--- src/rtl/cpuSettings.svh ---
`ifndef CPU_SETTINGS_SVH
`define CPU_SETTINGS_SVH

// instruction memory size in 32-bit words.
`define IMEM_DEPTH 64

// data memory size in 32-bit words.
`define DMEM_DEPTH 32

// byte address of the first instruction fetched after run goes high.
`define RESET_PC 32'h0000_0000

`endif

--- src/rtl/cpuPkg.sv ---
`include "cpuSettings.svh"

package cpuPkg;

  typedef logic [31:0] word_t;

  typedef logic [4:0] regIdx_t;

  // word address into instruction memory, as used by the load port.
  typedef logic [$clog2(`IMEM_DEPTH)-1:0] imemAddr_t;

  typedef enum logic [2:0] {
    aluAdd,
    aluSub,
    aluAnd,
    aluOr,
    aluXor,
    aluSlt
  } aluOp_t;

  // major opcodes of the supported RV32I subset.
  localparam logic [6:0] OP_REG   = 7'b0110011;
  localparam logic [6:0] OP_IMM   = 7'b0010011;
  localparam logic [6:0] OP_LOAD  = 7'b0000011;
  localparam logic [6:0] OP_STORE = 7'b0100011;

endpackage

--- src/rtl/RegisterFile.sv ---
`timescale 1ns/10ps

module RegisterFile import cpuPkg::*; (
  input  logic    clk,
  input  logic    rstN,
  input  regIdx_t readIndexA,
  input  regIdx_t readIndexB,
  input  regIdx_t writeIndex,
  input  logic    writeEnable,
  input  word_t   writeData,
  output word_t   readDataA,
  output word_t   readDataB
);

  word_t regs [1:31];

  always_ff @(posedge clk or negedge rstN) begin
    if (!rstN) begin
      for (int i = 1; i < 32; i++) begin
        regs[i] <= '0;
      end
    end else if (writeEnable && writeIndex != '0) begin
      regs[writeIndex] <= writeData;
    end
  end

  // a write in the same cycle is passed straight to the reader.
  function automatic word_t readPort(regIdx_t index);
    if (index == '0) begin
      return '0;
    end else if (writeEnable && writeIndex == index) begin
      return writeData;
    end
    return regs[index];
  endfunction

  assign readDataA = readPort(readIndexA);
  assign readDataB = readPort(readIndexB);

endmodule

--- config.mk ---
export PLATFORM = sky130hd
export DESIGN_NAME = RegisterFile
export DESIGN_NICKNAME = d
export VERILOG_FILES = /design/src/rtl/cpuPkg.sv /design/src/rtl/RegisterFile.sv
export VERILOG_INCLUDE_DIRS = /design/src /design/src/rtl
export SDC_FILE = /design/constraint.sdc
export NUM_CORES = 2
export LEC_CHECK = 0
export ABC_AREA = 1
export BUFFER_PORTS_ARGS = -buffer_cell sky130_fd_sc_hd__buf_2
export CORE_UTILIZATION = 45
export CTS_BUF_LIST = sky130_fd_sc_hd__clkbuf_4 sky130_fd_sc_hd__clkbuf_8 sky130_fd_sc_hd__clkbuf_16
export CTS_CLUSTER_SIZE = 12
export DETAILED_ROUTE_END_ITERATION = 10
export SYNTH_ARGS = -nofsm -noshare
export SYNTH_HDL_FRONTEND = slang
export SYNTH_SLANG_ARGS = --single-unit
--- constraint.sdc ---
create_clock -name clk -period 4.4 [get_ports clk]
set_input_delay 0.44 -clock clk [delete_from_list [all_inputs] [get_ports clk]]
set_output_delay 0.44 -clock clk [all_outputs]
set_load 0.005 [all_outputs]
==> flow_summary_export.csv <==
group,metric,value,unit
global_routing,grt_pass1_vias,55100,
yosys,yosys.area.top_type,"dfrtp_1",
clocking,cts_tree,"built",
worst_setup_path,worstSetupPathType,"in2out",
cells_and_area,layout-drive-gt1-share,5.72,%
clocking,clock_latency,0.74,ns
clocking,clockBufferDepth,3,
power,power.total,28400,uW
power,peakVddDrop,314,uV
cells_and_area,top_regs,"regs (992)",
clocking,ctsResizeCount,0,
cells_and_area,fin_util,49.8,%
worst_setup_path,cp.required,3.96,ns
floorplan,core,128000,um2
clocking,htreeDepth,3,
routing,ant_nets,0,
timing,hold_slack,0.0372,ns
timing,setup_viol,0,
yosys,ys_warn_count,0,
hold_path,hp-class,"in2reg",
global_routing,grt_max_degree,173,
worst_setup_path,arrival,2.91,ns
worst_setup_path,path_common_cell,"nand3_1",
yosys,yosys-top-cells-count,"nand2_1, nand3_1, dfrtp_1",
yosys,netlist_area,58400,um2
routing,drtPass1Iterations,6,
cells_and_area,fill_cells,13000,
yosys,synth.area.top_cells,"dfrtp_1, nand2_1, nand3_1",
timing,rsz0062_at_grt,"false",
worst_setup_path,max_stage_delay,0.68,ns
floorplan,start_util,45.6,%
yosys,synthFlopType,"dfrtp_1",
cells_and_area,final_cells,10300,
worst_setup_path,cp_slowest_cell,"buf_4",
yosys,ys_ff_latch,992,
floorplan,die_h,362,um
yosys,yosysUniqueCellTypes,23,
routing,route.detailed.drc,0,
global_routing,grt_antenna_before_repair,9,
routing,routed_wl,230,mm
power,power_density,445,nW/um2
timing,slew_headroom,22.1,%
cells_and_area,largest_reg_flops,992,
global_routing,track_usage,34.8,%
clocking,clkSinkCount,992,
yosys,ys_async_sr_fraction,100,%
clocking,cts_hold_buf,2,
routing,vias_per_cell,5.73,
flow_run,maxCapViolations,0,
yosys,syn-num-nets,8941,
power,cellLeakagePower,0.0324,uW
timing,setup_tns,0,ns
global_routing,grt_pass1_wl,349,mm
floorplan,fp.dieW,362,um
timing,clock_skew,0,ns
clocking,cts_root_buf,"clkbuf_16",
floorplan,rows,131,
placed_design,globalplace.congestion,0.857,
worst_setup_path,start_kind,"primary input",
floorplan,dieArea,131000,um2
timing,final.period_utilization,76.1,%
yosys,yosysMostFrequentCell,"nand2_1",
yosys,syn_inst,8891,
worst_setup_path,cp_cell_sequence,"buf_8 -> inv_8 -> buf_4 -> nand3_1 -> nand3_1 -> nand3_1 -> nand3_1 -> nand3_1 -> nand2_1 -> buf_2",
global_routing,grt-ovfl-total,0,
timing,finalMaxSlewViolations,0,
yosys,avgSynthCellArea,6.57,um2
worst_setup_path,crit_fanout,52,
timing,hold_viol,0,
timing,worst_pin_slew,1.17,ns
cells_and_area,top_register,"regs",
cells_and_area,fin_nets,8550,
routing,drtIter0Drc,7325,
outcome,status,"complete, no violations",
routing,wl_per_cell,22.3,um
timing,layout_min_cycle_time,3.35,ns
clocking,cts_made_buffers,116,
routing,num_vias,59200,
placed_design,io_buffers,113,
timing,fmax,0.298,GHz
yosys,yosysSeqAreaShare,42.5,%
yosys,synthDominantCellAreaShare,42.5,%
floorplan,ios,114,
clocking,post_cts.repair.setup_buffers,0,
cells_and_area,area_delta_synth_final,9.23,%
placed_design,dp_cells,10100,
yosys,synth_edf_count,0,
worst_setup_path,crit_path_end_kind,"output pin",
placed_design,dpl.hpwl,120,mm
clocking,cts.reportedPaths.clkPinSlew,0.06,ns
-- metal layers --
layer	vias to the layer above	track usage, %	routed length [um]
li1	27300	-	-
met1	28000	46.5	93200
met2	3172	54.6	102000
met3	691	5.96	23000
met4	10	17.3	12000
met5	-	0	66
-- worst max-delay path: cells and delay by family --
family,cells,cell delay (ns)
buffers and inverters,4,1.38
and+or+nand+nor,6,0.96
-- logic make-up after synthesis --
group / share of synthesized area (%)
xor gates and xnor gates: 0.0150
and+or+nand+nor: 38.2
buffers and inverters: 10.7
DFF: 42.5
AOI/OAI and AO/OA: 8.58
-- layout by cell type, fill, tap and decap left out, types with 3 or more instances in the layout --
| cell type | Yosys | layout |
|---|---|---|
| nand2_1 | 3307 | 3306 |
| nand3_1 | 1795 | 1795 |
| dfrtp_1 | 992 | 992 |
| o21ai_0 | 949 | 949 |
| inv_1 | 874 | 868 |
| nor2_1 | 138 | 137 |
| clkbuf_16 | 0 | 119 |
| buf_2 | 112 | 104 |
| buf_4 | 16 | 67 |
| o21ai_1 | 48 | 48 |
| clkbuf_8 | 0 | 38 |
| buf_12 | 0 | 36 |
| nand2_4 | 0 | 26 |
| clkbuf_4 | 0 | 22 |
| clkinv_2 | 0 | 20 |
| inv_2 | 12 | 12 |
| nor3_4 | 10 | 10 |
| bufinv_16 | 0 | 9 |
| diode_2 | 0 | 6 |
| nor2_4 | 4 | 6 |
| inv_4 | 1 | 5 |
| buf_8 | 0 | 5 |
| inv_8 | 0 | 4 |
| clkinvlp_4 | 0 | 3 |
-- report_power, final --
part | internal (uW) | switching (uW)
combinational | 2050 | 4150
clock | 6220 | 4140
sequential | 10900 | 912
-- per-stage QoR --
step	setup WS (ns)	cell area, um2
after global placement	1.14	59700
after global routing	0.947	63800
after floorplan	2.27	58400
after CTS	1.14	63800
final	1.05	63800
after detailed placement	1.14	59700
-- worst paths after layout --
check	cells after the start	startpoint	end	slack [ns]
setup reg to reg	2	regs[853]$_DFFE_PN0P_	regs[853]$_DFFE_PN0P_	3.64
hold / removal	3	writeData[11]	regs[523]$_DFFE_PN0P_	0.04
hold reg to reg	2	regs[391]$_DFFE_PN0P_	regs[391]$_DFFE_PN0P_	0.48
max in group asynchronous	3	rstN	regs[700]$_DFFE_PN0P_	2.77
setup / recovery	10	readIndexB[1]	readDataB[10]	1.05
min in group asynchronous	2	rstN	regs[455]$_DFFE_PN0P_	0.37
-- cell type report --
class / instances / area [um2] / share of cell area [%]
diodes: 6 / 15.0 / 0.0235
clock buffers: 179 / 3670 / 5.75
clock inverters: 35 / 419 / 0.657
inverters: 889 / 3380 / 5.30
multi-input cells: 6285 / 27500 / 43.1
flip-flops and latches: 992 / 24800 / 38.9
well taps: 1729 / 2160 / 3.39
repair buffers: 216 / 1860 / 2.92
(Power assumes the default switching activity.)
