[config.mk]
export PLATFORM = sky130hd
export DESIGN_NAME = DecodeUnit
export DESIGN_NICKNAME = d
export VERILOG_FILES = /design/src/rtl/cpuPkg.sv /design/src/rtl/DecodeUnit.sv
export VERILOG_INCLUDE_DIRS = /design/src /design/src/rtl
export SDC_FILE = /design/constraint.sdc
export NUM_CORES = 1
export LEC_CHECK = 0
export BUFFER_PORTS_ARGS = -buffer_cell sky130_fd_sc_hd__buf_4
export CORE_MARGIN = 3
export CORE_UTILIZATION = 40
export DETAILED_ROUTE_END_ITERATION = 8
export PLACE_DENSITY = 0.84
export SLEW_MARGIN = 40
export SYNTH_ARGS = -nofsm -noshare
export SYNTH_HDL_FRONTEND = slang
export SYNTH_SLANG_ARGS = --single-unit
[constraint.sdc]
create_clock -name clk -period 2.5 [get_ports clk]
set_input_delay 0.375 -clock clk [delete_from_list [all_inputs] [get_ports clk]]
set_output_delay 0.375 -clock clk [all_outputs]
set_load 0.005 [all_outputs]
[src/rtl/cpuSettings.svh]
`ifndef CPU_SETTINGS_SVH
`define CPU_SETTINGS_SVH

// instruction memory size in 32-bit words.
`define IMEM_DEPTH 64

// data memory size in 32-bit words.
`define DMEM_DEPTH 32

// byte address of the first instruction fetched after run goes high.
`define RESET_PC 32'h0000_0000

`endif

[src/rtl/cpuPkg.sv]
`include "cpuSettings.svh"

package cpuPkg;

  typedef logic [31:0] word_t;

  typedef logic [4:0] regIdx_t;

  // word address into instruction memory, as used by the load port.
  typedef logic [$clog2(`IMEM_DEPTH)-1:0] imemAddr_t;

  typedef enum logic [2:0] {
    aluAdd,
    aluSub,
    aluAnd,
    aluOr,
    aluXor,
    aluSlt
  } aluOp_t;

  // major opcodes of the supported RV32I subset.
  localparam logic [6:0] OP_REG   = 7'b0110011;
  localparam logic [6:0] OP_IMM   = 7'b0010011;
  localparam logic [6:0] OP_LOAD  = 7'b0000011;
  localparam logic [6:0] OP_STORE = 7'b0100011;

endpackage

[src/rtl/DecodeUnit.sv]
`timescale 1ns/10ps

module DecodeUnit import cpuPkg::*; (
  input  logic    clk,
  input  logic    rstN,
  input  word_t   idInstruction,
  input  word_t   idLhsValue,
  input  word_t   idRhsValue,
  output regIdx_t exLhsIndex,
  output regIdx_t exRhsIndex,
  output regIdx_t exWriteRegisterIndex,
  output word_t   exLhsValue,
  output word_t   exRhsValue,
  output word_t   exImmediate,
  output aluOp_t  exAluOp,
  output logic    exAluSrc,
  output logic    exMemRead,
  output logic    exMemWrite,
  output logic    exMemToReg,
  output logic    exRegWrite,
  output logic    stall
);

  logic [6:0] opcode;
  logic [2:0] funct3;
  logic [6:0] funct7;
  regIdx_t    rs1;
  regIdx_t    rs2;
  regIdx_t    rd;
  word_t      immediate;
  aluOp_t     aluOp;
  logic       aluSrc;
  logic       memRead;
  logic       memWrite;
  logic       memToReg;
  logic       regWrite;

  assign opcode = idInstruction[6:0];
  assign funct3 = idInstruction[14:12];
  assign funct7 = idInstruction[31:25];
  assign rs1    = idInstruction[19:15];
  assign rs2    = idInstruction[24:20];
  assign rd     = idInstruction[11:7];

  always_comb begin
    aluOp    = aluAdd;
    aluSrc   = 1'b0;
    memRead  = 1'b0;
    memWrite = 1'b0;
    memToReg = 1'b0;
    regWrite = 1'b0;
    case (opcode)
      OP_REG: begin
        regWrite = (funct7 == 7'h00) || (funct7 == 7'h20 && funct3 == 3'b000);
        case (funct3)
          3'b000: aluOp = funct7[5] ? aluSub : aluAdd;
          3'b010: aluOp = aluSlt;
          3'b100: aluOp = aluXor;
          3'b110: aluOp = aluOr;
          3'b111: aluOp = aluAnd;
          default: regWrite = 1'b0;
        endcase
      end
      OP_IMM: begin
        // only ADDI is supported among the immediate forms.
        aluSrc   = 1'b1;
        regWrite = (funct3 == 3'b000);
      end
      OP_LOAD: begin
        aluSrc   = 1'b1;
        memRead  = (funct3 == 3'b010);
        memToReg = memRead;
        regWrite = memRead;
      end
      OP_STORE: begin
        aluSrc   = 1'b1;
        memWrite = (funct3 == 3'b010);
      end
      default: begin
      end
    endcase
  end

  // stores split their offset around the rd field.
  assign immediate = (opcode == OP_STORE)
    ? {{20{idInstruction[31]}}, idInstruction[31:25], idInstruction[11:7]}
    : {{20{idInstruction[31]}}, idInstruction[31:20]};

  // the loaded word is not ready until writeback, so a dependent use waits a cycle.
  assign stall = exMemRead && (exWriteRegisterIndex != '0)
    && (exWriteRegisterIndex == rs1 || exWriteRegisterIndex == rs2);

  always_ff @(posedge clk or negedge rstN) begin
    if (!rstN) begin
      exAluSrc   <= 1'b0;
      exMemRead  <= 1'b0;
      exMemWrite <= 1'b0;
      exMemToReg <= 1'b0;
      exRegWrite <= 1'b0;
    end else if (stall) begin
      exAluSrc   <= 1'b0;
      exMemRead  <= 1'b0;
      exMemWrite <= 1'b0;
      exMemToReg <= 1'b0;
      exRegWrite <= 1'b0;
    end else begin
      exAluSrc   <= aluSrc;
      exMemRead  <= memRead;
      exMemWrite <= memWrite;
      exMemToReg <= memToReg;
      exRegWrite <= regWrite;
    end
  end

  always_ff @(posedge clk) begin
    exLhsIndex           <= rs1;
    exRhsIndex           <= rs2;
    exWriteRegisterIndex <= rd;
    exLhsValue           <= idLhsValue;
    exRhsValue           <= idRhsValue;
    exImmediate          <= immediate;
    exAluOp              <= aluOp;
  end

  // the bubble clears exMemRead, so a stall can never repeat.
  singleCycleStall: assert property (
    @(posedge clk) disable iff (!rstN) stall |=> !stall
  );

endmodule

==> flow_summary_export.csv <==
group,metric,value,unit
status,outcome,"complete, no violations",
global_route,antenna_found_initial,0,
floorplan,core,5990,um2
place,gp_congestion,0.830,
global_route,overflow,0,
timing,fin_setup_tns,0,ns
place,placed_cells,441,
clock_tree,cts_tree,"built",
worst_hold_path,hold_class,"in -> reg",
synth,ys_types,23,
synth,ys_async_sr_fraction,0.0408,
place,numPortBuffers,217,
synth,yosysSeqAreaShare,0.790,
clock_tree,cts.sinks,98,
global_route,track_usage,0.183,
finish,n_antenna_cell,0,
drt,final_antenna_net_count,0,
power_and_ir_drop,cellPowerDensity,734,nW/um2
timing,slew_headroom,0.562,
place,dp_slack,0.691,ns
finish,fin_area,4320,um2
timing,setup_ws,0.317,ns
drt,num_vias,1932,
finish,fillCellCount,410,
worst_setup_path,path_max_fanout,5,
synth,ys_top_cells_by_area,"dfxtp_1, buf_4, dfrtp_1",
floorplan,boundaryPins,218,
synth,synthesis.nets,269,
timing,finClkSkew,0.00506,ns
timing,finalSetupViolations,0,
timing,finalCriticalPeriod,2.18,ns
place,place_area,4070,um2
worst_setup_path,cp-start-kind,"flop",
synth,ys_warn_count,0,
clock_tree,root_buffer,"clkbuf_8",
synth,syn_area_per_cell,14.7,um2
global_route,grt_pass1_wl,10200,um
synth,synth_edf_count,0,
clock_tree,cts_buffers,9,
worst_setup_path,end_kind,"output pin",
clock_tree,clkTransAtPathRegs,0.09,ns
timing,tightest_slew,0.657,ns
worst_setup_path,worstPathRequired,2.12,ns
drt,viasPerCell,4.23,
worst_setup_path,crit_type,"reg -> out",
timing,fmax,458,MHz
power_and_ir_drop,power_leakage,0.00212,uW
drt,first_pass_iters,6,
synth,synthFlopType,"dfxtp_1",
worst_setup_path,worstPathArrival,1.81,ns
clock_tree,ctsHtreeMaxLevel,3,
finish,layout.nets,476,
synth,syn_area,2510,um2
synth,postSynthCellCount,171,
global_route,grt_start_max_net_pins,22,
drt,wl,6900,um
drt,route.detailed.drc,0,
global_route,grt_pass1_vias,2001,
clock_tree,clk-insertion-delay-late,0.34,ns
synth,synth_top_area_share,0.750,
floorplan,rows,28,
timing,drv_slew,0,
drt,avgRoutedWirePerCell,15.1,um
job,drv_cap,0,
floorplan,die_x,85.2,um
place,hpwlAfterDp,5780,um
finish,multi_input_comb_area,360,um2
floorplan,initial_core_util,0.419,
timing,hold_viol,0,
power_and_ir_drop,ir_worst_vdd,0.449,mV
synth,synth-seq-cells,98,
floorplan,die_h,85.2,um
clock_tree,cts_buffer_depth,2,
clock_tree,cts_resized,0,
drt,dr.first_iter.drc_count,46,
finish,areaGrowthSynthToFinish,72.2,%
floorplan,dieArea,7250,um2
synth,synth_largest_area_cell,"dfxtp_1",
finish,stdcell_count,457,
timing,whs,0.124,ns
timing,fin_crit_sh,0.873,
finish,drive_gt1_frac,0.628,
timing,rsz0062_at_grt,"no",
finish,ff_latch_area,1980,um2
[worst max-delay path, stage by stage, from the launching register on]
cell	delay [ns]
dfxtp_1	0.35
or4_1	0.54
o21a_1	0.24
and2_2	0.20
buf_4	0.13
[placed cells by master, fill, tap and decap left out, drive strengths merged, types with 2 or more instances in the layout]
cell and n:
clkbuf 9, nor3 4, dfrtp 4, nor2 2, or4 2, buf 217
nand3 4, mux2 5, nand2 6, nand4b 2, inv 2, dfxtp 94
nand3b 2, a21oi 3, xnor2 11, o21a 2, bufinv 3, o22ai 2
[cell families after synthesis]
logic type,synth area share
buffers and inverters,0.0659
AOI/OAI and AO/OA,0.0249
and+or+nand+nor,0.0544
muxes,0.0225
xor gates and xnor gates,0.0419
DFF,0.790
[what timing repair did]
item / CTS / global route
setup endpoints to repair: 0 / 0
setup buffers: 0 / 0
hold buffers: 1 / 0
hold endpoints to repair: 4 / 0
[per-stage QoR]
| stage | utilization | power, uW |
|---|---|---|
| finish | 0.721 | 3170 |
| global route | 0.721 | 3290 |
| CTS | 0.721 | 3200 |
| detailed placement | 0.679 | 2030 |
| global placement | 0.679 | 2020 |
| floorplan | - | 1770 |
[final timing paths]
check                                        start             end  slack, ns  cells past startpoint
max                        exWriteRegisterIndex[1]           stall       0.32                      4
min                                 idRhsValue[26]  exRhsValue[26]       0.12                      1
max reg2reg                exWriteRegisterIndex[1]      exMemWrite       1.05                      3
min reg2reg                             exMemToReg      exMemToReg       0.74                      2
max in group asynchronous                     rstN      exRegWrite       2.04                      2
min in group asynchronous                     rstN      exMemToReg       0.36                      2
[flip-flops by register name (all words and copies together), names as in the netlist]
register,count
exAluOp,3
exImmediate,12
exAluSrc,1
exMemToReg,1
exMemWrite,1
exLhsValue,32
exRhsValue,32
exLhsIndex,5
exRegWrite,1
exRhsIndex,5
exWriteRegisterIndex,5
[synthesized netlist by cell type, drive strengths merged (3+ instances only)]
cell type / number
dfxtp: 94
nor3: 4
nand3: 4
buf: 21
mux2: 5
dfrtp: 4
xnor2: 11
a21oi: 3
nand2: 6
[where the power goes]
| part | internal (uW) | switching, uW |
|---|---|---|
| combinational | 226 | 97.7 |
| sequential | 1640 | 30.1 |
| clock | 664 | 512 |
[layout make-up]
class	instances	area share
clock inverter	6	0.0264
tap	75	0.0217
timing repair buffer	218	0.380
inverter	1	0.000870
clock buffer	9	0.0287
multi-input combinational	50	0.0835
sequential	98	0.459
[per-layer routing]
layer,up-vias,track usage,wire length (um)
met2,111,0.333,3800
met4,0,0.0835,159
met5,-,0,0
li1,946,-,-
met1,860,0.190,2200
met3,15,0.0592,741
Note: power is estimated with default switching activity, not from simulation.
