$ cat config.mk
export PLATFORM = sky130hd
export DESIGN_NAME = FetchUnit
export DESIGN_NICKNAME = d
export VERILOG_FILES = /design/src/rtl/cpuPkg.sv /design/src/rtl/FetchUnit.sv
export VERILOG_INCLUDE_DIRS = /design/src /design/src/rtl
export SDC_FILE = /design/constraint.sdc
export NUM_CORES = 2
export LEC_CHECK = 0
export ABC_AREA = 0
export BUFFER_PORTS_ARGS = -buffer_cell sky130_fd_sc_hd__buf_2
export CAP_MARGIN = 20
export CORE_MARGIN = 4
export CORE_UTILIZATION = 29
export CTS_CLUSTER_DIAMETER = 60
export DETAILED_ROUTE_END_ITERATION = 10
export GPL_ROUTABILITY_DRIVEN = 0
export PLACE_DENSITY_LB_ADDON = 0.25
export SYNTH_ARGS = -nofsm -noshare
export SYNTH_HDL_FRONTEND = slang
export SYNTH_SLANG_ARGS = --single-unit
$ cat constraint.sdc
create_clock -name clk -period 3.2 [get_ports clk]
set_input_delay 0.64 -clock clk [delete_from_list [all_inputs] [get_ports clk]]
set_output_delay 0.64 -clock clk [all_outputs]
set_load 0.005 [all_outputs]
$ cat src/rtl/cpuSettings.svh
`ifndef CPU_SETTINGS_SVH
`define CPU_SETTINGS_SVH

// instruction memory size in 32-bit words.
`define IMEM_DEPTH 64

// data memory size in 32-bit words.
`define DMEM_DEPTH 32

// byte address of the first instruction fetched after run goes high.
`define RESET_PC 32'h0000_0000

`endif

$ cat src/rtl/cpuPkg.sv
`include "cpuSettings.svh"

package cpuPkg;

  typedef logic [31:0] word_t;

  typedef logic [4:0] regIdx_t;

  // word address into instruction memory, as used by the load port.
  typedef logic [$clog2(`IMEM_DEPTH)-1:0] imemAddr_t;

  typedef enum logic [2:0] {
    aluAdd,
    aluSub,
    aluAnd,
    aluOr,
    aluXor,
    aluSlt
  } aluOp_t;

  // major opcodes of the supported RV32I subset.
  localparam logic [6:0] OP_REG   = 7'b0110011;
  localparam logic [6:0] OP_IMM   = 7'b0010011;
  localparam logic [6:0] OP_LOAD  = 7'b0000011;
  localparam logic [6:0] OP_STORE = 7'b0100011;

endpackage

$ cat src/rtl/FetchUnit.sv
`timescale 1ns/10ps
`include "cpuSettings.svh"

module FetchUnit import cpuPkg::*; (
  input  logic      clk,
  input  logic      rstN,
  input  logic      run,
  input  logic      stall,
  input  logic      loadValid,
  input  imemAddr_t loadAddr,
  input  word_t     loadData,
  output logic      loadReady,
  output word_t     idInstruction
);

  localparam int IMEM_ADDR_BITS = $bits(imemAddr_t);

  // ADDI x0, x0, 0.
  localparam word_t NOP = 32'h0000_0013;

  word_t     imem [`IMEM_DEPTH];
  word_t     pc;
  word_t     ifInstruction;
  logic      pcInRange;
  imemAddr_t fetchIndex;

  // the program can only be changed while the core is idle.
  assign loadReady = !run;

  always_ff @(posedge clk) begin
    if (loadValid && loadReady) begin
      imem[loadAddr] <= loadData;
    end
  end

  assign fetchIndex = pc[IMEM_ADDR_BITS+1:2];
  assign pcInRange  = pc[31:2] < `IMEM_DEPTH;

  // running past the end of the program fetches no-ops instead of wrapping.
  assign ifInstruction = pcInRange ? imem[fetchIndex] : NOP;

  always_ff @(posedge clk or negedge rstN) begin
    if (!rstN) begin
      pc <= `RESET_PC;
    end else if (!run) begin
      pc <= `RESET_PC;
    end else if (!stall) begin
      pc <= pc + 32'd4;
    end
  end

  always_ff @(posedge clk or negedge rstN) begin
    if (!rstN) begin
      idInstruction <= NOP;
    end else if (!run) begin
      idInstruction <= NOP;
    end else if (!stall) begin
      idInstruction <= ifInstruction;
    end
  end

  // a load lands only while the core is idle.
  loadOnlyWhileIdle: assert property (
    @(posedge clk) disable iff (!rstN)
      (loadValid && loadReady) |-> !run
  );

endmodule

==> impl_metrics.env <==
export IMPL_outcome="completed"
export IMPL_holdPathEnd="imem[33][23]$_DFFE_PP_"
export IMPL_p_per_area_mw_per_mm2=604
export IMPL_synthFlopType="edfxtp_1"
export IMPL_synth_compound_area_frac=0.0260
export IMPL_crit_arrival_ns=3.84
export IMPL_grtUsageTotal=0.174
export IMPL_syn_num_nets=3737
export IMPL_critPathBufInv=3
export IMPL_fin_skew_ns=0.0303
export IMPL_worstSkewPairLatency_ns=0.85
export IMPL_mostFrequentLayoutCells="edfxtp_1, mux4_2, buf_4, clkbuf_16, mux2i_1"
export IMPL_synth_cells=3693
export IMPL_ys_types=70
export IMPL_start_kind="register"
export IMPL_post_drt_wl_per_cell_um=31.2
export IMPL_rsz0062_at_grt="no"
export IMPL_critPathRequiredTime_ns=3.94
export IMPL_first_global_vias=42000
export IMPL_synth_area_mm2=0.0811
export IMPL_max_slew_margin=0.309
export IMPL_synthArstFlopShare=0.0294
export IMPL_dpl_cell_area_mm2=0.0902
export IMPL_avgViaCountPerCell=5.08
export IMPL_syn_avg_cell_area_um2=22.0
export IMPL_die_height_um=537
export IMPL_io_pins=76
export IMPL_io_buffers=75
export IMPL_clockRootBuffer="clkbuf_16"
export IMPL_tightest_slew_ns=1.02
export IMPL_swShare=0.214
export IMPL_fin_crit_sh=0.971
export IMPL_grt_max_degree=65
export IMPL_htree_levels=4
export IMPL_cts_buffer_depth=3
export IMPL_ys_ff_latch=2110
export IMPL_hold_violations=0
export IMPL_firstDrtPassIters=5
export IMPL_synth_area_top_cells="edfxtp_1, mux4_2, mux2i_1"
export IMPL_fin_area_mm2=0.0974
export IMPL_p_leak_nw=30.4
export IMPL_cts_buffers=216
export IMPL_synth_adder_area_share=0.000154
export IMPL_p_comb_frac=0.057
export IMPL_drc=0
export IMPL_num_nets_final=4254
export IMPL_synth_top_family_by_area="multiplexers"
export IMPL_drv_slew=0
export IMPL_synth_top_cell_area_share=0.759
export IMPL_whs_ns=0.240
export IMPL_holdCritPathClass="in2reg"
export IMPL_clockPowerShare=0.425
export IMPL_rrSetupSlack_ns=0.09
export IMPL_synth_edff_count=2048
export IMPL_hpwl_um=147000
export IMPL_fmax_mhz=322
export IMPL_grt_pass1_wl_um=350000
export IMPL_hold_start="loadData[23]"
export IMPL_synth_simple_area_share=0.0203
export IMPL_utilization=0.351
export IMPL_finalCriticalPeriod_ns=3.11
export IMPL_crit_family="multiplexers"
export IMPL_routed_wl_um=253000
export IMPL_setup_tns_ns=0
export IMPL_reg2reg_depth=8
export IMPL_seqPwrFrac=0.519
export IMPL_antenna_found_initial=31
export IMPL_r2r_start="pc[2]$_DFFE_PN0P_"
export IMPL_cts_clk_slew_worst_paths_ns=0.06
export IMPL_die_width_um=537
export IMPL_cts_sinks=2110
export IMPL_start_util=0.292
export IMPL_drtAntennaViolNets=0
export IMPL_rows=193
export IMPL_yosysSeqAreaShare=0.778
export IMPL_core_area_mm2=0.277
export IMPL_slowest_stage="mux4_2"
export IMPL_ys_warn_count=0
export IMPL_synth_xor_area_frac=0.00259
export IMPL_slowest_delay_ns=0.54
export IMPL_max_vdd_ir_drop_mv=0.605
export IMPL_yosys_area_top_type="edfxtp_1"
export IMPL_setup_worst_path_end_class="register"
export IMPL_vias=41200
export IMPL_mostFrequentLayoutCell="edfxtp_1"
export IMPL_reg2reg_to="idInstruction[28]$_DFFE_PN0P_"
export IMPL_muxShareOfSynthArea=0.159
export IMPL_overflow=0
export IMPL_drive_gt1_frac=0.318
export IMPL_path_class="reg2reg"
export IMPL_die_area_mm2=0.288
export IMPL_cts_tree="done"
export IMPL_p_int_w=0.0462
export IMPL_min_path_cells=1
export IMPL_drt_iter0_drc=4757
export IMPL_cap_violations=0
export IMPL_setup_viol=0
export IMPL_crit_fanout=16
export IMPL_path_cells="buf_12 -> buf_12 -> buf_4 -> mux4_2 -> mux4_2 -> nand2_1 -> o311ai_1 -> a32o_1"
export IMPL_power_switching_w=0.0126
export IMPL_areaGrowthSynthToFinish_pct=20.1
-- registers in the layout, indices dropped and copies added, names as in the netlist --
register,cells
imem,2048
idInstruction,32
pc,30
-- how the worst max path moves through the flow --
stage | start | endpoint | slack (ns) | depth (start not counted)
after floorplan | loadAddr[4] | imem[16][0]$_DFFE_PP_ | -0.05 | 4
after global placement | pc[2]$_DFFE_PN0P_ | idInstruction[22]$_DFFE_PN0P_ | -0.52 | 6
after detailed placement | pc[3]$_DFFE_PN0P_ | idInstruction[10]$_DFFE_PN0P_ | -0.20 | 7
after CTS | pc[3]$_DFFE_PN0P_ | idInstruction[23]$_DFFE_PN0P_ | 0.04 | 6
after global routing | pc[2]$_DFFE_PN0P_ | idInstruction[28]$_DFFE_PN0P_ | 0.0007 | 8
final | pc[2]$_DFFE_PN0P_ | idInstruction[28]$_DFFE_PN0P_ | 0.09 | 8
-- cells by family (layout without fill, tap and decap cells) --
| group | Yosys count | after routing |
|---|---|---|
| other cells | 0 | 8 |
| xor+xnor | 24 | 24 |
| mux | 677 | 677 |
| simple gates | 371 | 371 |
| buf+inv | 211 | 909 |
| flops | 2110 | 2110 |
| fa+ha+maj | 1 | 1 |
| compound gates | 299 | 299 |
-- cells in the mapped netlist, types with 9 or more instances --
master,count
a211oi_1,18
a21oi_1,41
a221oi_1,30
a22o_1,15
a22oi_1,22
a32o_1,12
and2_1,10
buf_1,15
buf_2,58
buf_4,38
buf_6,19
clkbuf_1,69
dfrtp_1,59
edfxtp_1,2048
mux2_2,13
mux2i_1,177
mux4_2,487
nand2_1,109
nand3_1,26
nand4_1,9
nor2_1,161
nor4_1,11
o21ai_0,47
o21ai_1,9
o22ai_1,33
o31ai_1,17
xnor2_1,19
-- cell type report --
type,instances,area [µm²]
fill,25600,180000
sequential,2110,63100
multi-input combinational,1372,17400
clock buffer,292,5930
timing repair buffer,499,5230
tap,3705,4640
clock inverter,107,1050
inverter,11,48.8
antenna,8,20.0
-- worst register-to-register path: cells and delay by family (launching register included) --
kind                   cells  cell delay [ns]
AO/OA/AOI/OAI              2             0.63
AND/OR/NAND/NOR            1             0.10
buffers and inverters      3             0.68
flip-flops                 1             0.53
multiplexers               2             1.07
-- power groups by stage --
stage / Clock, W / Combinational, W / Sequential [W]
after floorplan: 0 / 0.00174 / 0.0311
after global placement: 0 / 0.00334 / 0.0311
after detailed placement: 0 / 0.00337 / 0.0311
after CTS: 0.0255 / 0.00339 / 0.0305
after global routing: 0.0266 / 0.00355 / 0.0305
final: 0.0250 / 0.00333 / 0.0305
-- through the flow --
| stage | power [W] | setup WS (ns) | cells |
|---|---|---|---|
| global route | 0.0607 | 0.000728 | 8098 |
| CTS | 0.0594 | 0.0414 | 8094 |
| finish | 0.0588 | 0.0943 | 8104 |
| global placement | 0.0345 | -0.518 | 7689 |
| floorplan | 0.0328 | -0.0500 | 3693 |
| detailed placement | 0.0345 | -0.204 | 7691 |
-- layer usage --
layer / GRT usage / vias to the layer above / wire, µm
met5: 0 / - / 49
li1: - / 16700 / -
met3: 0.0276 / 301 / 16600
met2: 0.285 / 1461 / 123000
met4: 0.0379 / 10 / 5300
met1: 0.244 / 22700 / 108000
-- timing repair --
item	4_1_cts	5_1_grt
resized for setup	2	4
endpoints found under the hold margin	31	0
pin swaps	0	0
hold buffers	1	0
setup buffers	3	0
setup endpoints to repair	7	4
No activity file was read; power rests on OpenSTA's default activity.
