File: src/rtl/cpuSettings.svh
`ifndef CPU_SETTINGS_SVH
`define CPU_SETTINGS_SVH

// instruction memory size in 32-bit words.
`define IMEM_DEPTH 64

// data memory size in 32-bit words.
`define DMEM_DEPTH 32

// byte address of the first instruction fetched after run goes high.
`define RESET_PC 32'h0000_0000

`endif

File: src/rtl/cpuPkg.sv
`include "cpuSettings.svh"

package cpuPkg;

  typedef logic [31:0] word_t;

  typedef logic [4:0] regIdx_t;

  // word address into instruction memory, as used by the load port.
  typedef logic [$clog2(`IMEM_DEPTH)-1:0] imemAddr_t;

  typedef enum logic [2:0] {
    aluAdd,
    aluSub,
    aluAnd,
    aluOr,
    aluXor,
    aluSlt
  } aluOp_t;

  // major opcodes of the supported RV32I subset.
  localparam logic [6:0] OP_REG   = 7'b0110011;
  localparam logic [6:0] OP_IMM   = 7'b0010011;
  localparam logic [6:0] OP_LOAD  = 7'b0000011;
  localparam logic [6:0] OP_STORE = 7'b0100011;

endpackage

File: src/rtl/MemoryUnit.sv
`timescale 1ns/10ps
`include "cpuSettings.svh"

module MemoryUnit import cpuPkg::*; (
  input  logic    clk,
  input  logic    rstN,
  input  word_t   memAluResult,
  input  word_t   memStoreData,
  input  regIdx_t memWriteRegisterIndex,
  input  logic    memMemRead,
  input  logic    memMemWrite,
  input  logic    memMemToReg,
  input  logic    memRegWrite,
  output regIdx_t wbWriteRegisterIndex,
  output logic    wbRegWrite,
  output word_t   writeBackData
);

  localparam int DMEM_ADDR_BITS = $clog2(`DMEM_DEPTH);

  word_t                     dmem [`DMEM_DEPTH];
  logic [DMEM_ADDR_BITS-1:0] dmemIndex;
  word_t                     memLoadData;
  word_t                     wbMemoryData;
  word_t                     wbAluResult;
  logic                      wbMemToReg;

  // word addressed, the two low address bits are dropped.
  assign dmemIndex   = memAluResult[DMEM_ADDR_BITS+1:2];
  assign memLoadData = memMemRead ? dmem[dmemIndex] : '0;

  always_ff @(posedge clk) begin
    if (memMemWrite) begin
      dmem[dmemIndex] <= memStoreData;
    end
  end

  always_ff @(posedge clk or negedge rstN) begin
    if (!rstN) begin
      wbRegWrite <= 1'b0;
      wbMemToReg <= 1'b0;
    end else begin
      wbRegWrite <= memRegWrite;
      wbMemToReg <= memMemToReg;
    end
  end

  always_ff @(posedge clk) begin
    wbWriteRegisterIndex <= memWriteRegisterIndex;
    wbMemoryData         <= memLoadData;
    wbAluResult          <= memAluResult;
  end

  assign writeBackData = wbMemToReg ? wbMemoryData : wbAluResult;

  // an access computed in execute must stay aligned and inside the data memory.
  accessInRange: assert property (
    @(posedge clk) disable iff (!rstN)
      (memMemRead || memMemWrite) |->
        (memAluResult[1:0] == 2'b00) && (memAluResult < `DMEM_DEPTH * 4)
  );

endmodule

File: config.mk
export PLATFORM = sky130hd
export DESIGN_NAME = MemoryUnit
export DESIGN_NICKNAME = d
export VERILOG_FILES = /design/src/rtl/cpuPkg.sv /design/src/rtl/MemoryUnit.sv
export VERILOG_INCLUDE_DIRS = /design/src /design/src/rtl
export SDC_FILE = /design/constraint.sdc
export NUM_CORES = 1
export LEC_CHECK = 0
export BUFFER_PORTS_ARGS = -buffer_cell sky130_fd_sc_hd__buf_2
export CORE_MARGIN = 5
export CORE_UTILIZATION = 40
export CTS_BUF_LIST = sky130_fd_sc_hd__clkbuf_2 sky130_fd_sc_hd__clkbuf_4 sky130_fd_sc_hd__clkbuf_8
export DETAILED_ROUTE_END_ITERATION = 10
export GPL_ROUTABILITY_DRIVEN = 1
export PLACE_DENSITY = 0.61
export SKIP_LAST_GASP = 1
export SLEW_MARGIN = 30
export SYNTH_ARGS = -nofsm -noshare
export SYNTH_HDL_FRONTEND = slang
export SYNTH_SLANG_ARGS = --single-unit
File: constraint.sdc
create_clock -name clk -period 1.6 [get_ports clk]
set_input_delay 0 -clock clk [delete_from_list [all_inputs] [get_ports clk]]
set_output_delay 0 -clock clk [all_outputs]
set_load 0.02 [all_outputs]
==> qor.csv, run 1 <==
metric,value,unit
timing.final.hold_violations,0,
comb_power_share,5.8,%
route.antenna.remaining_nets,0,
worst_setup_path_start_kind,flip-flop,
clk_pin_slew_worst_paths,0.07,ns
first_global_vias,23290,
hold_crit_class,input port to flip-flop,
drive_gt1_share,25.72,%
postRouteWirelength,113.0,mm
die_height,330.1,um
p_seq_share,53.2,%
dpl_worst_slack,-0.4159,ns
flow.area_growth_from_synthesis,24.50,%
portBuffers,112,
cts.sink_count,1095,
switching_power,13.14,mW
worst_setup_path_end_kind,primary output,
row_count,117,
nets,2761,
worstSkewPairLatency,0.83,ns
cts_tree,done,
timing_max_transition_violations_final,0,
power_report.internal_total,46.81,mW
critPathRequiredTime,1.60,ns
period_minus_slack,2.077,ns
path_max_fanout,9,
grt_first_pass_wirelength,159.9,mm
grt_start_max_net_pins,33,
core,101700,sq um
synthesis.instances,2185,
track_usage,20.49,%
most_area_consuming_cells_after_synthesis,"sky130_fd_sc_hd__edfxtp_1 (75%), sky130_fd_sc_hd__mux2i_1 (13%), sky130_fd_sc_hd__o22ai_1 (3.9%)",
drt_drc_violations_left,0,
worst_hold_slack,0.1412,ns
fmax,481.4,MHz
grt_antenna_before_repair,5,
cell_accounting_for_the_most_synthesized_area,sky130_fd_sc_hd__edfxtp_1,
synth.ff_latch_count,1095,
worst-slew-pin-transition,0.6329,ns
pwr_density_cell,1175,nW/um^2
routedWlPerCell,26.86,um
start_util,40.28,%
reported_max_cap_violation_count,0,
fin_ws,-0.4774,ns
total_gr_overflow,0,
number_of_h_tree_levels,4,
yosys-top-cells-count,"sky130_fd_sc_hd__edfxtp_1 (1,024), sky130_fd_sc_hd__mux2i_1 (512), sky130_fd_sc_hd__o22ai_1 (255)",
number_of_top_level_pins,113,
setup_viol_count_final,38,
total_number_of_vias,22590,
synth_edf_count,1024,
final.period_utilization,129.8,%
number_of_distinct_library_cells_after_synthesis,26,
synth_async_sr_flop_share,0.1826,%
total_of_fill_cells_in_the_finished_design,8186,
flip_flop_cell_with_the_highest_count_after_synthesis,sky130_fd_sc_hd__edfxtp_1,
failed_checks,negative setup slack,
run_status,"complete, but fails checks",
count_leader_synth,sky130_fd_sc_hd__edfxtp_1,
max-vdd-ir-drop,715.2,uV
postSynthAreaPerCell,18.76,sq um
relSlewSlack,57.81,%
placed_cell_area,45810,sq um
clock-skew-final,0.03548,ns
drt_first_iter_violations,2142,
crit_type,flip-flop to primary output,
synth_largest_type_area_fraction,75.03,%
die_wd,330.1,um
place_congestion,0.8060,
clock_power_share,41.0,%
total_leakage_power,18.24,nW
finalInstanceArea,51030,sq um
yosys_warnings,0,
syn-cell-area,40990,sq um
die_area,109000,sq um
root_buffer,sky130_fd_sc_hd__clkbuf_8,
clock_path_buffers,3,
grt_setup_unrepaired,yes,
numCtsBuffers,175,
detailedRoute.firstPassIterationCount,5,
timing.critical_path.arrival,2.08,ns
sw_frac_of_total,21.93,%
viasPerCell,5.368,
mappedNetlistNets,2260,
final_util,50.16,%
dp_hpwl,65.59,mm
fraction_of_the_yosys_area_taken_by_sequential_cells,78.52,%
stage by stage:
stage / TNS [ns] / power, mW / cells
after floorplan: -429.93 / 34.01 / 2185
after global placement: -38.64 / 35.50 / 3757
after detailed placement: -57.54 / 35.57 / 3757
after CTS: -16.77 / 60.41 / 4198
after global routing: -16.72 / 62.02 / 4204
final: -14.40 / 59.95 / 4208
layer usage:
| layer | part of all wire [%] | up-vias | track usage (%) |
|---|---|---|---|
| li1 | - | 9939 | - |
| met1 | 40 | 11480 | 27.12 |
| met2 | 48 | 984 | 33.09 |
| met3 | 9.1 | 184 | 5.743 |
| met4 | 2.4 | 2 | 6.542 |
| met5 | 0.012 | - | 0 |
placed cells by master, fill, tap and decap left out, drive strengths merged:
cell type,netlist,layout
edfxtp,1024,1024
mux2i,512,512
buf,93,341
o22ai,256,256
clkbuf,40,245
dlygate4sd3,0,113
dfxtp,69,69
clkinv,0,66
nor4,64,64
a21boi,32,32
mux2,32,32
nor2,29,29
bufinv,0,8
diode,0,6
nand4bb,6,6
clkinvlp,0,5
nand3b,4,4
nor3,4,4
nand4b,4,4
or4b,4,4
inv,0,4
or3b,3,3
nand2,2,2
nand3,2,2
dfrtp,2,2
or3,1,1
or4,1,1
nand4,1,1
flip-flops by register name (all words and copies together) (netlist names):
| signal | cells |
|---|---|
| wbRegWrite | 1 |
| wbMemoryData | 32 |
| wbMemToReg | 1 |
| wbAluResult | 32 |
| dmem | 1024 |
| wbWriteRegisterIndex | 5 |
timing repair:
item	in CTS	in global routing
pin swaps	0	3
cloned	1	2
resized for setup	35	60
endpoints found under the setup margin	32	42
setup buffers	2	4
hold endpoints to repair	1467	0
hold buffers	113	0
power groups by stage:
stage               registers, mW  clock network, mW  logic (mW)
detailed placement           32.5                  0        3.05
floorplan                    32.4                  0        1.57
global placement             32.5                  0        3.00
global route                 31.9               26.4        3.67
finish                       31.9               24.6        3.48
CTS                          31.9               25.1        3.37
cell families (layout without fill, tap and decap cells):
| group | after synthesis | after routing | synth area share [%] |
|---|---|---|---|
| buffers and inverters | 133 | 782 | 1.722 |
| AOI/OAI and AO/OA | 288 | 288 | 4.509 |
| other | 0 | 6 | 0 |
| DFF | 1095 | 1095 | 78.52 |
| and+or+nand+nor | 125 | 125 | 1.868 |
| muxes | 544 | 544 | 13.38 |
final timing paths:
path	cells after the start	slack, ns	from	to
max in group asynchronous	4	0.91	rstN	wbMemToReg$_DFF_PN0_
worst max-delay path	4	-0.48	wbMemToReg$_DFF_PN0_	writeBackData[0]
worst min-delay path	4	0.14	memAluResult[4]	dmem[24][6]$_DFFE_PP_
worst min register to register	4	0.71	dmem[11][31]$_DFFE_PP_	wbMemoryData[31]$_SDFF_PN0_
worst max register to register	5	0.08	dmem[10][18]$_DFFE_PP_	wbMemoryData[18]$_SDFF_PN0_
min in group asynchronous	4	0.56	rstN	wbMemToReg$_DFF_PN0_
critical path, stage by stage, from the launching register on:
cell	delay, ns
sky130_fd_sc_hd__dfrtp_2	0.44
sky130_fd_sc_hd__buf_4	0.15
sky130_fd_sc_hd__buf_12	0.16
sky130_fd_sc_hd__mux2_4	0.33
sky130_fd_sc_hd__buf_6	0.14
layout make-up:
class	instances	area, sq um	area share, %
diodes	6	15.01	0.02942
clock buffers	242	3005	5.890
clock inverters	83	634.4	1.243
multi-input cells	957	8581	16.82
flip-flops and latches	1095	32180	63.07
well taps	1368	1712	3.354
repair buffers	457	4900	9.602
No activity file was read; power rests on OpenSTA's default activity.
==> inputs of run 2 (changes only) <==
- ABC_AREA: default -> 1
- HOLD_SLACK_MARGIN: default -> 0.12
- PLACE_DENSITY: 0.61 -> 0.58
==> qor.csv, run 2 <==
metric,value,unit,change
cts_tree,done,,
largest_register,dmem,,
setup_viol_count_final,37,,-2.6%
post_synth_mux_area_share,0.8162,%,-13 points
total_of_fill_cells_in_the_finished_design,9873,,+21%
track_usage,21.67,%,+1.2 points
clock_path_buffers,3,,unchanged
pwr_density_cell,1139,nW/um^2,-3.0%
final_common_cell,sky130_fd_sc_hd__nand2_1,,
timing_max_transition_violations_final,0,,unchanged
numCtsBuffers,182,,+4.0%
portBuffers,112,,unchanged
worstSkewPairLatency,0.86,ns,+0.03 ns
die_height,342.2,um,+3.7%
grt_first_pass_wirelength,189.0,mm,+18%
routedWlPerCell,20.65,um,-23%
number_of_top_level_pins,113,,unchanged
placedCellCount,5751,,+53%
clk_pin_slew_worst_paths,0.07,ns,about the same
nets,4653,,+69%
synth-xor-area-share,0,%,unchanged
route.antenna.remaining_nets,0,,unchanged
start_util,40.39,%,+0.11 points
synth_async_sr_flop_share,0.1826,%,unchanged
worst-slew-pin-transition,0.7568,ns,+0.1239 ns
path_max_fanout,33,,+24
total_leakage_power,22.39,nW,+23%
critPathRequiredTime,1.60,ns,about the same
grt_antenna_before_repair,8,,+3
total_number_of_vias,30600,,+35%
grt_start_max_net_pins,71,,+120%
cp_top_family,buffers and inverters,,
fraction_of_the_yosys_area_taken_by_sequential_cells,72.89,%,-5.6 points
run_status,"complete, but fails checks",,
largest_register_ff_count,1024,,unchanged
grt_setup_unrepaired,yes,,
total_gr_overflow,0,,unchanged
crit_buf_inv,2,,-1
viasPerCell,4.926,,-8.2%
cell_accounting_for_the_most_synthesized_area,sky130_fd_sc_hd__edfxtp_1,,
largest_registers,"dmem x1024, wbAluResult x32, wbMemoryData x32",,
syn-cell-area,44150,sq um,+7.7%
synth_compound_gate_area_share,0.3627,%,-4.1 points
drt_drc_violations_left,0,,unchanged
die_wd,342.2,um,+3.7%
postSynthAreaPerCell,10.74,sq um,-43%
flow.area_growth_from_synthesis,22.98,%,
failed_checks,negative setup slack,,
finalInstanceArea,54300,sq um,+6.4%
crit_type,flip-flop to primary output,,
final.period_utilization,129.8,%,about the same
number_of_distinct_library_cells_after_synthesis,18,,-31%
synthSimpleGateAreaFrac,23.72,%,+22 points
worst_setup_path_end_kind,primary output,,
number_of_h_tree_levels,4,,unchanged
dp_hpwl,77.02,mm,+17%
synth_adder_area_share,0,%,unchanged
worst_hold_slack,0.2487,ns,+0.1075 ns
yosys-top-cells-count,"sky130_fd_sc_hd__nand2_1 (2,528), sky130_fd_sc_hd__edfxtp_1 (1,024), sky130_fd_sc_hd__clkbuf_1 (102)",,
cts.sink_count,1095,,unchanged
placed_cell_area,49300,sq um,+7.6%
clock-skew-final,0.05167,ns,+0.01619 ns
combinational_family_with_the_most_area_after_synthesis,simple AND/OR/NAND/NOR gates,,
core,109300,sq um,+7.4%
drive_gt1_share,15.60,%,-10 points
mappedNetlistNets,4184,,+85%
root_buffer,sky130_fd_sc_hd__clkbuf_8,,
tns,-13.73,ns,+0.6714 ns
period_minus_slack,2.077,ns,-0.0005910 ns
most_area_consuming_cells_after_synthesis,"sky130_fd_sc_hd__edfxtp_1 (70%), sky130_fd_sc_hd__nand2_1 (21%), sky130_fd_sc_hd__dfxtp_1 (3.1%)",,
first_global_vias,29420,,+26%
dpl_worst_slack,-0.2163,ns,+0.1996 ns
crit_chain,buf_12 > mux2_1 > buf_2,,
reported_max_cap_violation_count,0,,unchanged
timing.critical_path.arrival,2.08,ns,about the same
synth_edf_count,1024,,unchanged
hold_crit_class,input port to flip-flop,,
detailedRoute.firstPassIterationCount,5,,unchanged
timing.final.hold_violations,0,,unchanged
timing.critical_path.slowest_stage_cell,sky130_fd_sc_hd__mux2_1,,
synth.ff_latch_count,1095,,unchanged
worst_setup_path_start_kind,flip-flop,,
row_count,121,,+3.4%
postRouteWirelength,128.3,mm,+13%
max-vdd-ir-drop,635.3,uV,-11%
fin_ws,-0.4768,ns,+0.0005910 ns
flip_flop_cell_with_the_highest_count_after_synthesis,sky130_fd_sc_hd__edfxtp_1,,
fmax,481.5,MHz,about the same
drt_first_iter_violations,2953,,+38%
die_area,117100,sq um,+7.5%
synthesis.instances,4109,,+88%
final-instance-count-excl-fill,6211,,+48%
place_congestion,0.8163,,+1.3%
synth_largest_type_area_fraction,69.65,%,-5.4 points
yosys_warnings,0,,unchanged
layout.cells.most_common_list,"sky130_fd_sc_hd__nand2_1 (2,528), sky130_fd_sc_hd__edfxtp_1 (1,024), sky130_fd_sc_hd__clkbuf_8 (197)",,
crit_path_max_incr_delay,0.38,ns,-0.06 ns
relSlewSlack,49.54,%,-8.3 points
count_leader_synth,sky130_fd_sc_hd__nand2_1,,
==> run 2: cell types whose count changed in the layout (fill, tap and decap cells not counted), moves of 25 or more <==
cell and delta:
sky130_fd_sc_hd__nand2_1 +2526, sky130_fd_sc_hd__mux2i_1 -512, sky130_fd_sc_hd__o22ai_1 -252, sky130_fd_sc_hd__a21oi_1 +31, sky130_fd_sc_hd__nor2_1 +63, sky130_fd_sc_hd__mux2_1 +30, sky130_fd_sc_hd__nor4_1 -58, sky130_fd_sc_hd__buf_6 -26
sky130_fd_sc_hd__a21boi_1 -32, sky130_fd_sc_hd__buf_2 +25, sky130_fd_sc_hd__nand3_1 +95
==> run 2: final timing paths <==
path,start,end,slack [ns],cells past startpoint
hold reg to reg,dmem[30][23]$_DFFE_PP_,wbMemoryData[23]$_SDFF_PN0_,0.77,6
setup reg to reg,dmem[5][13]$_DFFE_PP_,wbMemoryData[13]$_SDFF_PN0_,0.16,9
hold / removal,memStoreData[10],dmem[19][10]$_DFFE_PP_,0.25,2
min in group asynchronous,rstN,wbRegWrite$_DFF_PN0_,0.53,4
max in group asynchronous,rstN,wbMemToReg$_DFF_PN0_,0.91,4
setup / recovery,wbMemToReg$_DFF_PN0_,writeBackData[4],-0.48,3
==> run 2: per-stage QoR <==
step | total power [mW] | util (%)
after global routing | 64.18 | 49.67
after global placement | 36.60 | 45.10
after detailed placement | 36.63 | 45.10
final | 61.87 | 49.67
after floorplan | 34.49 | -
after CTS | 62.41 | 49.66
==> run 2: timing repair <==
| item | 4_1_cts | 5_1_grt |
|---|---|---|
| hold buffers | 119 | 0 |
| pin swaps | 0 | 0 |
| gates resized for setup | 0 | 1 |
| endpoints found under the hold margin | 2121 | 0 |
| endpoints found under the setup margin | 32 | 33 |
| gates cloned | 0 | 0 |
| buffers inserted | 0 | 0 |
==> run 2: cell families (layout without fill, tap and decap cells) <==
logic type	count (synthesis)	after routing
buffers and inverters	218	840
other	0	4
muxes	32	32
AOI/OAI and AO/OA	32	32
DFF	1095	1095
and+or+nand+nor	2732	2732
==> run 2: layout make-up <==
class	instances	area, sq um	area share (%)
Antenna cell	4	10.01	0.01843
Clock buffer	272	3274	6.030
Clock inverter	65	520.5	0.9586
Inverter	14	72.57	0.1336
Multi-Input combinational cell	2796	11290	20.80
Sequential cell	1095	32180	59.27
Tap cell	1476	1847	3.401
Timing Repair Buffer	489	5097	9.388
==> run 2: power by group <==
| group | internal, mW | switching, mW |
|---|---|---|
| Sequential | 31.8 | 0.157 |
| Combinational | 1.48 | 2.89 |
| Clock | 14.4 | 11.2 |
==> run 2: per-layer routing <==
metal	track usage, %	vias up	wire length [um]
met5	0	-	13
met4	5.991	2	2702
met3	3.914	189	9808
met2	34.74	1155	59730
met1	30.59	14780	56010
li1	-	14470	-
==> run 2: worst register-to-register path: cells and delay by family, from the launching register on <==
| kind | cells | cell delay, ns |
|---|---|---|
| DFF | 1 | 0.37 |
| and+or+nand+nor | 7 | 0.62 |
| buffers and inverters | 1 | 0.17 |
| AOI/OAI and AO/OA | 1 | 0.18 |
==> inputs of run 3 (changes only) <==
- BUFFER_PORTS_ARGS: -buffer_cell sky130_fd_sc_hd__buf_2 -> default
- CELL_PAD_IN_SITES_DETAIL_PLACEMENT: default -> 1
- CELL_PAD_IN_SITES_GLOBAL_PLACEMENT: default -> 1
- DONT_BUFFER_PORTS: default -> 1
- PLACE_DENSITY: 0.58 -> 0.68
==> qor.csv, run 3 (synthesized netlist as in run 2, its figures left out) <==
metric,value,unit,change
start_util,40.39,%,unchanged
die_wd,342.2,um,unchanged
total_number_of_vias,31010,,+1.3%
numCtsBuffers,185,,+1.6%
critPathRequiredTime,2.13,ns,+0.53 ns
largest_register_ff_count,1024,,unchanged
comb_power_share,6.4,%,-0.7 points
r2r.worst_path.cells,9,,unchanged
viasPerCell,5.091,,+3.3%
postRouteWirelength,137.9,mm,+7.5%
power_report.internal_total,46.84,mW,-1.6%
switching_power,14.24,mW,about the same
sw_frac_of_total,23.32,%,+0.28 points
failed_checks,"negative hold slack, negative setup slack",,
final_common_cell,sky130_fd_sc_hd__nand2_1,,
portBuffers,0,,-100%
timing.critical_path.slowest_stage_cell,sky130_fd_sc_hd__dlygate4sd3_1,,
fmax,467.9,MHz,-2.8%
drt_drc_violations_left,0,,unchanged
largest_register,dmem,,
drive_gt1_share,13.88,%,-1.7 points
largest_registers,"dmem x1024, wbAluResult x32, wbMemoryData x32",,
flow.area_growth_from_synthesis,21.98,%,
period_minus_slack,2.137,ns,+0.06058 ns
detailedRoute.firstPassIterationCount,6,,+1
worstSkewPairLatency,0.87,ns,about the same
cts_setup_buffers,0,,unchanged
total_gr_overflow,0,,unchanged
rrSetupSlack,0.05,ns,-0.11 ns
pwr_density_cell,1134,nW/um^2,-0.46%
timing.critical_path.arrival,2.67,ns,+0.59 ns
grt_setup_unrepaired,yes,,
clock_power_share,41.3,%,about the same
clock_path_buffers,3,,unchanged
total_leakage_power,21.93,nW,-2.1%
relSlewSlack,8.246,%,-41 points
tns,-124.08,ns,-110.36 ns
design_power_total,61.08,mW,-1.3%
worst_setup_path_start_kind,input port,,
crit_chain,clkinv_8 > dlygate4sd3_1 > nand3_4 > nor2_4 > buf_12,,
routedWlPerCell,22.65,um,+9.7%
row_count,121,,unchanged
die_area,117100,sq um,unchanged
clk_pin_slew_worst_paths,0.06,ns,about the same
worst-slew-pin-transition,1.376,ns,+0.6195 ns
r2r_start,dmem[3][1]$_DFFE_PP_,,
dp_hpwl,75.53,mm,-1.9%
reported_max_cap_violation_count,0,,unchanged
timing.final.hold_violations,23,,+23
core,109300,sq um,unchanged
cts_tree,done,,
track_usage,23.31,%,+1.6 points
setup_crit_start,memAluResult[2],,
root_buffer,sky130_fd_sc_hd__clkbuf_8,,
worst_setup_path_end_kind,flip-flop,,
run_status,"complete, but fails checks",,
die_height,342.2,um,unchanged
fin_ws,-0.5374,ns,-0.06058 ns
grt_first_pass_wirelength,204.2,mm,+8.1%
final.period_utilization,133.6,%,+3.8 points
reg_to_reg_end,wbMemoryData[1]$_SDFF_PN0_,,
number_of_top_level_pins,113,,unchanged
worst_hold_slack,-0.8243,ns,-1.073 ns
max-vdd-ir-drop,946.8,uV,+49%
path_max_fanout,516,,+1500%
first_global_vias,32200,,+9.4%
grt_start_max_net_pins,517,,+630%
hold-path-cell-count,0,,-2
clock-skew-final,0.04460,ns,-0.007069 ns
nets,4529,,-2.7%
critical_path.endpoint,dmem[2][1]$_DFFE_PP_,,
setup_viol_count_final,292,,+690%
place_congestion,0.7638,,-6.4%
route.antenna.remaining_nets,0,,unchanged
grt_antenna_before_repair,4,,-4
layout.cells.most_common_list,"sky130_fd_sc_hd__nand2_1 (2,526), sky130_fd_sc_hd__edfxtp_1 (1,024), sky130_fd_sc_hd__clkbuf_8 (208)",,
number_of_h_tree_levels,4,,unchanged
cts.sink_count,1095,,unchanged
drt_first_iter_violations,2389,,-19%
hold_crit_class,input port to flip-flop,,
p_seq_share,52.2,%,+0.6 points
timing_max_transition_violations_final,0,,unchanged
crit_type,input port to flip-flop,,
crit_path_max_incr_delay,0.66,ns,+0.28 ns
-- run 3: power by group through the flow --
stage	sequential [mW]	combinational [mW]	clock (mW)
final	31.9	3.93	25.2
after global routing	31.9	4.28	27.3
after CTS	31.9	3.87	25.8
after detailed placement	32.5	2.95	0
after global placement	32.5	2.88	0
after floorplan	32.4	2.07	0
-- run 3: area by class of cell --
class | instances | area, sq um
Fill cell | 11670 | 55450
Multi-Input combinational cell | 2796 | 11310
Inverter | 14 | 77.57
Clock inverter | 64 | 357.8
Timing Repair Buffer | 362 | 4659
Tap cell | 1476 | 1847
Sequential cell | 1095 | 32180
Antenna cell | 3 | 7.507
Clock buffer | 281 | 3411
-- run 3: how the worst min path moves through the flow --
stage,startpoint,to
2_1_floorplan,rstN,wbMemToReg$_DFF_PN0_
3_3_place_gp,rstN,wbRegWrite$_DFF_PN0_
3_5_place_dp,rstN,wbMemToReg$_DFF_PN0_
4_1_cts,memAluResult[3],wbAluResult[3]$_DFF_P_
5_1_grt,memAluResult[3],wbAluResult[3]$_DFF_P_
6_report,memAluResult[3],wbAluResult[3]$_DFF_P_
-- run 3: critical path, delay by kind of cell --
kind	cells	cell delay, ns
buf+inv	3	1.38
simple gates	2	0.63
-- run 3: per-layer routing --
metal,global-route usage [%],vias up,share of wire [%]
li1,-,14230,-
met1,30.89,15700,43
met2,40.14,876,49
met3,3.532,206,5.2
met4,6.474,2,2.3
met5,0,-,0.010
-- run 3: per-stage QoR --
step,setup WS [ns],hold WS [ns],utilization (%),cell area [sq um],instances
CTS,-0.4786,-0.8728,49.31,53900,6089
finish,-0.5374,-0.8243,49.27,53860,6091
detailed placement,-0.09974,-0.2955,43.92,48010,5566
global placement,-0.04668,-0.2955,43.92,48010,5566
floorplan,0.01078,-0.2956,-,44490,4109
global route,-0.5220,-0.9046,49.27,53850,6089
-- run 3: timing repair --
item | in CTS | in global routing
pin swaps | 0 | 14
gates cloned | 0 | 1
endpoints found under the setup margin | 32 | 219
resized for setup | 0 | 31
hold endpoints to repair | 2121 | 962
hold buffers | 178 | 13
